File: src/source/taint_pkg.sv
`default_nettype none

package taint_pkg;

    // default operand and result width
    parameter int DATA_WIDTH = 16;

    // bit 2 marks the shift class
    // 3'b111 is unused and its low bits match OP_XOR
    typedef enum logic [2:0] {
        OP_AND  = 3'b000,
        OP_OR   = 3'b001,
        OP_XOR  = 3'b011,
        OP_MUX  = 3'b010,
        OP_SHL  = 3'b100,
        OP_SHR  = 3'b101,
        OP_SSHR = 3'b110
    } taint_op_e;

    // true for the three shift codes only
    // the unused code stays with the logic unit
    function automatic logic op_is_shift(input taint_op_e op);
        return op[2] & ~(op[1] & op[0]);
    endfunction

endpackage

`default_nettype wire

File: src/source/operand_if.sv
`timescale 1ns/1ps
`default_nettype none

interface operand_if
    import taint_pkg::*;
#(
    parameter int WIDTH = DATA_WIDTH
);

    taint_op_e        op;
    logic [WIDTH-1:0] a;
    logic [WIDTH-1:0] b;
    logic [WIDTH-1:0] a_taint;
    logic [WIDTH-1:0] b_taint;

    // driven from the top level ports
    modport source (output op, a, b, a_taint, b_taint);

    // read by the logic and shift units
    modport unit (input op, a, b, a_taint, b_taint);

endinterface

`default_nettype wire

File: src/source/logic_taint_unit.sv
`timescale 1ns/1ps
`default_nettype none

module logic_taint_unit
    import taint_pkg::*;
#(
    parameter int WIDTH = DATA_WIDTH
) (
    operand_if.unit          ops,
    input  logic             sel,
    input  logic             sel_taint,
    output logic [WIDTH-1:0] data,
    output logic [WIDTH-1:0] taint
);

    taint_op_e        low_op;
    logic [WIDTH-1:0] both_taint;
    logic [WIDTH-1:0] and_taint;
    logic [WIDTH-1:0] or_taint;
    logic [WIDTH-1:0] mux_taint;
    logic             any_taint;

    // only the low two bits matter here
    // so the unused code decodes as xor
    assign low_op = taint_op_e'({1'b0, ops.op[1:0]});

    assign both_taint = ops.a_taint & ops.b_taint;

    // a tainted bit only matters when the other side is non-controlling
    assign and_taint = (ops.a_taint & ops.b) | (ops.b_taint & ops.a) | both_taint;

    // same idea with the controlling value flipped
    assign or_taint = (ops.a_taint & ~ops.b) | (ops.b_taint & ~ops.a) | both_taint;

    assign any_taint = |{ops.a_taint, ops.b_taint};

    // a tainted select may pick either side, so differing bits are suspect
    always_comb begin
        mux_taint = sel ? ops.b_taint : ops.a_taint;
        if (sel_taint) begin
            mux_taint = mux_taint | (ops.a ^ ops.b);
        end
    end

    always_comb begin
        case (low_op)
            OP_AND: begin
                data  = ops.a & ops.b;
                taint = and_taint;
            end
            OP_OR: begin
                data  = ops.a | ops.b;
                taint = or_taint;
            end
            OP_MUX: begin
                data  = sel ? ops.b : ops.a;
                taint = mux_taint;
            end
            default: begin
                // xor smears any input taint over the word
                data  = ops.a ^ ops.b;
                taint = {WIDTH{any_taint}};
            end
        endcase
    end

endmodule

`default_nettype wire

File: src/source/shift_taint_unit.sv
`timescale 1ns/1ps
`default_nettype none

module shift_taint_unit
    import taint_pkg::*;
#(
    parameter int WIDTH = DATA_WIDTH
) (
    operand_if.unit          ops,
    output logic [WIDTH-1:0] data,
    output logic [WIDTH-1:0] taint
);

    logic             amount_tainted;
    logic [WIDTH-1:0] shl_data;
    logic [WIDTH-1:0] shr_data;
    logic [WIDTH-1:0] sshr_data;
    logic [WIDTH-1:0] shl_taint;
    logic [WIDTH-1:0] shr_taint;
    logic [WIDTH-1:0] sshr_taint;

    // full unsigned b as amount, overshift empties or sign-fills
    assign shl_data  = ops.a << ops.b;
    assign shr_data  = ops.a >> ops.b;
    assign sshr_data = $signed(ops.a) >>> ops.b;

    // taint follows the data in the same direction
    assign shl_taint  = ops.a_taint << ops.b;
    assign shr_taint  = ops.a_taint >> ops.b;
    assign sshr_taint = $signed(ops.a_taint) >>> ops.b;

    // an uncertain amount could move any bit anywhere
    assign amount_tainted = |ops.b_taint;

    always_comb begin
        case (ops.op)
            OP_SHR: begin
                data  = shr_data;
                taint = shr_taint;
            end
            OP_SSHR: begin
                data  = sshr_data;
                taint = sshr_taint;
            end
            default: begin
                data  = shl_data;
                taint = shl_taint;
            end
        endcase
        if (amount_tainted) begin
            taint = {WIDTH{1'b1}};
        end
    end

endmodule

`default_nettype wire

File: src/source/taint_shadow_reg.sv
`timescale 1ns/1ps
`default_nettype none

module taint_shadow_reg
    import taint_pkg::*;
#(
    parameter int WIDTH = DATA_WIDTH
) (
    input  logic             pos_clk,
    input  logic             pos_arst,
    input  taint_op_e        op,
    input  logic [WIDTH-1:0] logic_data,
    input  logic [WIDTH-1:0] logic_taint,
    input  logic [WIDTH-1:0] shift_data,
    input  logic [WIDTH-1:0] shift_taint,
    input  logic             en,
    input  logic             en_taint,
    input  logic             srst,
    input  logic             srst_taint,
    output logic [WIDTH-1:0] q,
    output logic [WIDTH-1:0] q_taint
);

    logic             use_shift;
    logic [WIDTH-1:0] d;
    logic [WIDTH-1:0] d_taint;
    logic [WIDTH-1:0] load_diff;
    logic [WIDTH-1:0] en_flip;
    logic [WIDTH-1:0] clear_taint;

    // pick the unit that owns this op
    assign use_shift = op_is_shift(op);

    always_comb begin
        if (use_shift) begin
            d       = shift_data;
            d_taint = shift_taint;
        end else begin
            d       = logic_data;
            d_taint = logic_taint;
        end
    end

    // bits that would change if the enable went the other way
    assign load_diff = d ^ q;
    assign en_flip   = en_taint ? load_diff : '0;

    // clear value is zero, so a tainted clear exposes d itself
    assign clear_taint = srst_taint ? d : '0;

    // data register, clear beats enable
    always_ff @(posedge pos_clk or posedge pos_arst) begin
        if (pos_arst) begin
            q <= '0;
        end else if (srst) begin
            q <= '0;
        end else if (en) begin
            q <= d;
        end
    end

    // shadow register tracks the same priority
    always_ff @(posedge pos_clk or posedge pos_arst) begin
        if (pos_arst) begin
            q_taint <= '0;
        end else if (srst) begin
            q_taint <= clear_taint;
        end else if (en) begin
            q_taint <= d_taint | en_flip;
        end else begin
            // holding, but a tainted enable may have loaded
            q_taint <= q_taint | en_flip;
        end
    end

endmodule

`default_nettype wire

File: src/source/taint_alu_top.sv
`timescale 1ns/1ps
`default_nettype none

module taint_alu_top
    import taint_pkg::*;
#(
    parameter int WIDTH = DATA_WIDTH
) (
    input  logic             pos_clk,
    input  logic             pos_arst,
    input  taint_op_e        op,
    input  logic [WIDTH-1:0] a,
    input  logic [WIDTH-1:0] b,
    input  logic [WIDTH-1:0] a_taint,
    input  logic [WIDTH-1:0] b_taint,
    input  logic             sel,
    input  logic             sel_taint,
    input  logic             en,
    input  logic             en_taint,
    input  logic             srst,
    input  logic             srst_taint,
    output logic [WIDTH-1:0] q,
    output logic [WIDTH-1:0] q_taint
);

    logic [WIDTH-1:0] logic_data;
    logic [WIDTH-1:0] logic_taint;
    logic [WIDTH-1:0] shift_data;
    logic [WIDTH-1:0] shift_taint;

    operand_if #(.WIDTH(WIDTH)) ops0 ();

    // operand bundle for both units
    assign ops0.op      = op;
    assign ops0.a       = a;
    assign ops0.b       = b;
    assign ops0.a_taint = a_taint;
    assign ops0.b_taint = b_taint;

    logic_taint_unit #(.WIDTH(WIDTH)) logic0 (
        .ops       (ops0.unit),
        .sel       (sel),
        .sel_taint (sel_taint),
        .data      (logic_data),
        .taint     (logic_taint)
    );

    shift_taint_unit #(.WIDTH(WIDTH)) shift0 (
        .ops   (ops0.unit),
        .data  (shift_data),
        .taint (shift_taint)
    );

    // one cycle from operands to q
    taint_shadow_reg #(.WIDTH(WIDTH)) shadow0 (
        .pos_clk     (pos_clk),
        .pos_arst    (pos_arst),
        .op          (op),
        .logic_data  (logic_data),
        .logic_taint (logic_taint),
        .shift_data  (shift_data),
        .shift_taint (shift_taint),
        .en          (en),
        .en_taint    (en_taint),
        .srst        (srst),
        .srst_taint  (srst_taint),
        .q           (q),
        .q_taint     (q_taint)
    );

endmodule

`default_nettype wire

File: config.mk
export PLATFORM = sky130hd
export DESIGN_NAME = taint_alu_top
export DESIGN_NICKNAME = d
export VERILOG_FILES = /design/src/source/taint_pkg.sv /design/src/source/operand_if.sv /design/src/source/logic_taint_unit.sv /design/src/source/shift_taint_unit.sv /design/src/source/taint_shadow_reg.sv /design/src/source/taint_alu_top.sv
export SDC_FILE = /design/constraint.sdc
export NUM_CORES = 1
export LEC_CHECK = 0
export BUFFER_PORTS_ARGS = -buffer_cell sky130_fd_sc_hd__buf_2
export CORE_ASPECT_RATIO = 1.4
export CORE_UTILIZATION = 35
export CTS_CLUSTER_DIAMETER = 40
export DETAILED_ROUTE_END_ITERATION = 10
export PLACE_DENSITY = 0.63
export RECOVER_POWER = 100
export SLEW_MARGIN = 20
export SYNTH_ARGS = -nofsm -noshare
export SYNTH_HDL_FRONTEND = slang
export SYNTH_SLANG_ARGS = --single-unit
File: constraint.sdc
create_clock -name pos_clk -period 1.1 [get_ports pos_clk]
set_input_delay 0 -clock pos_clk [delete_from_list [all_inputs] [get_ports pos_clk]]
set_output_delay 0 -clock pos_clk [all_outputs]
set_load 0.005 [all_outputs]
==> metrics.yaml <==
die:
  die_x_microns: 131.2
  num_io_pins: 107
  dieArea_sq_mm: 0.02401
  initial_core_util_pct: 35.95
  rows: 65
  core_area_sq_mm: 0.02277
  fp.dieH_microns: 182.9
min_path:
  min_path_cells: 4
  holdCritStartpoint: "srst_taint"
  hold_class: "input pin to flop"
routing:
  viasPerCell: 6.277
  wl_per_cell_microns: 25.88
  vias: 12080
  routed_wl_mm: 49.82
  drc: 0
  first_iter_violations: 1227
  dr.pass1.iters: 5
  ant_nets: 0
synth:
  synthFlopType: "dfrtp_1"
  synthCells: 1138
  seq_area_frac_synth_pct: 9.783
  synth-compound-area-share_pct: 35.59
  synthMuxAreaShare_pct: 21.13
  yosys.area_share.simple_pct: 19.70
  synth_top_family_by_area: "compound AO/OA/AOI/OAI gates"
  ys_warn_count: 0
  synth-seq-cells: 32
  synth_cell_types: 77
  syn-mean-instance-area_sq_um: 7.193
  async_flop_share_pct: 100.0
  synthAdderAreaFrac_pct: 4.891
  syn-num-nets: 1245
  synth_edf_count: 0
  synth_area_sq_mm: 0.008185
  synth_xor_area_share_pct: 0.7490
clocking:
  worstSkewPairLatency_ns: 0.28
  cts_max_level: 2
  cts_buffers: 5
  cts_tree: "done"
  clkSlewWorstSetupHoldPaths_ns: 0.05
  cts_sinks: 32
  root_buffer: "clkbuf_16"
  clockBufferDepth: 2
grt:
  overflow: 0
  grt.busiest_layer: "met2"
  grt_pass1_vias: 11670
  gr-usage-all-layers_pct: 40.29
  use_met1_pct: 48.41
  grt_pass1_wl_mm: 72.73
  grtUsageMet2_pct: 65.51
  antenna_found_initial: 0
  grt_start_max_net_pins: 33
  use_met3_pct: 5.556
setup_path:
  r2r-start: "shadow0.q_taint[5]$_DFF_PP0_"
  cp.arrival_ns: 2.47
  path_cells: "buf_6 -> or4_4 -> buf_6 -> nor4_4 -> buf_4 -> buf_12 -> a32o_2 -> a211oi_4 -> a221oi_4 -> buf_4 -> a21oi_2 -> o21ai_1"
  worst_ep_required_time_ns: 1.30
  cp_max_fo: 6
  cpMaxStageDelayCell: "or4_4"
  critPathKind: "input pin to flop"
  ff2ff_path_depth: 4
  cp-end-kind: "flop"
  max_stage_delay_ns: 0.61
  path_buf_inv: 5
  crit_family: "simple AND/OR/NAND/NOR gates"
  critPathLaunch: "b[7]"
  cp_num_cells: 12
  critPathLaunchType: "input pin"
power:
  power_per_cell_area_mw_per_mm2: 622.9
  p_sw_mw: 3.610
  p_leak_nw: 6.235
  pwr-share-clk_pct: 17.0
  combPwrFrac_pct: 66.3
  p_total_mw: 8.491
  swShare_pct: 42.52
  peakVddDrop_mv: 1.416
  seqPwrFrac_pct: 16.7
  p_int_mw: 4.881
finish:
  diodes: 0
  fin_nets: 1731
  drive_above_1_share_pct: 47.48
  final-instance-count-excl-fill: 1925
  area_growth_syn_to_layout_pct: 66.52
  postLayoutCoreUtil_pct: 59.86
sta:
  max_freq_ghz: 0.4402
  whs_ns: 0.08927
  fin_crit_ns: 2.272
  setup_slack_ns: -1.172
  setup_viol: 32
  hold_viol_final: 0
  tightestPinTransition_ns: 0.8684
  finalMaxSlewViolations: 0
  period_share_pct: 206.5
  maxSlewHeadroom_pct: 41.66
  skew_ns: 0.005341
  grt_setup_unrepaired: "yes"
placement:
  place_ws_ns: -1.502
  numPortBuffers: 106
  routabilityCongestion: 1.027
  dp.cells: 1881
  dpl.hpwl_mm: 39.79
status:
  violations: "setup timing"
  status: "finished with violations"
run:
  drv_cap: 0
path summary, 6_finish.rpt:
kind                                                 to  slack, ns
min                        shadow0.q_taint[5]$_DFF_PP0_       0.09
min reg2reg                    shadow0.q[5]$_DFFE_PP0P_       0.57
min in group asynchronous  shadow0.q_taint[2]$_DFF_PP0_       0.38
max reg2reg                shadow0.q_taint[5]$_DFF_PP0_      -0.29
max in group asynchronous     shadow0.q[14]$_DFFE_PP0P_       0.39
max                        shadow0.q_taint[9]$_DFF_PP0_      -1.17
Yosys cell counts (all sizes together) (25+ instances only):
master / instances / area [sq um]
nand3: 25 / 125.1
clkbuf: 80 / 300.3
mux2: 38 / 427.9
o21ai: 64 / 320.3
inv: 41 / 153.9
a21oi: 100 / 500.5
mux2i: 67 / 670.6
ha: 32 / 400.4
nand2: 92 / 345.3
dfrtp: 32 / 800.8
o22ai: 27 / 168.9
nor2: 131 / 491.7
mux4: 28 / 630.6
buf: 43 / 206.5
layer usage:
layer | share of wire [%] | up-vias
li1 | - | 5355
met1 | 38 | 5846
met2 | 45 | 684
met3 | 8.6 | 198
met4 | 9.1 | 0
met5 | 0 | -
cell type report:
cell class	instances	area [sq um]
clock buffer	7	152.6
multi-input combinational	940	7423
fill	2078	9141
sequential	32	800.8
timing repair buffer	602	4712
tap	301	376.6
inverter	43	165.2
placed cells by master (no fill, tap or decap), types with 31 or more instances in the layout:
cell / count
inv_1: 37
buf_4: 446
o21ai_0: 50
ha_1: 32
a21oi_1: 93
dfrtp_1: 32
nand2_1: 82
buf_2: 85
nor2_1: 127
mux2_2: 31
mux2i_1: 62
registers in the layout, summed over array words and instances, names as in the netlist:
register,cells
shadow0.q,16
shadow0.q_taint,16
worst min-delay path, delay by kind of cell:
family                 cells  cell delay, ns
buffers and inverters      2            0.15
AO/OA/AOI/OAI              2            0.18
repair_timing:
action                                 CTS  global route
hold buffers                             1             0
resized for setup                      122            44
setup buffers                           26            13
gates cloned                             4             0
setup endpoints to repair               32            32
pin swaps                               57            31
endpoints found under the hold margin   32             0
power groups by stage:
stage / sequential, mW / combinational [mW] / clock (mW)
global route: 1.43 / 5.90 / 1.48
CTS: 1.41 / 5.36 / 1.45
finish: 1.42 / 5.63 / 1.44
floorplan: 1.42 / 2.43 / 0
global placement: 1.43 / 5.05 / 0
detailed placement: 1.43 / 5.08 / 0
per-stage QoR:
stage          TNS, ns  instance area, sq um
2_1_floorplan   -26.10                  8403
3_3_place_gp    -39.60                 12340
3_5_place_dp    -41.06                 12340
4_1_cts         -30.05                 13330
5_1_grt         -33.78                 13630
6_report        -31.84                 13630
kinds of logic after synthesis:
logic type               after synthesis
AO/OA/AOI/OAI                        421
AND/OR/NAND/NOR                      347
buffers and inverters                166
multiplexers                         133
adder cells (fa/ha/maj)               32
flip-flops                            32
XOR/XNOR                               7
Power figures use the tool's default switching activity.
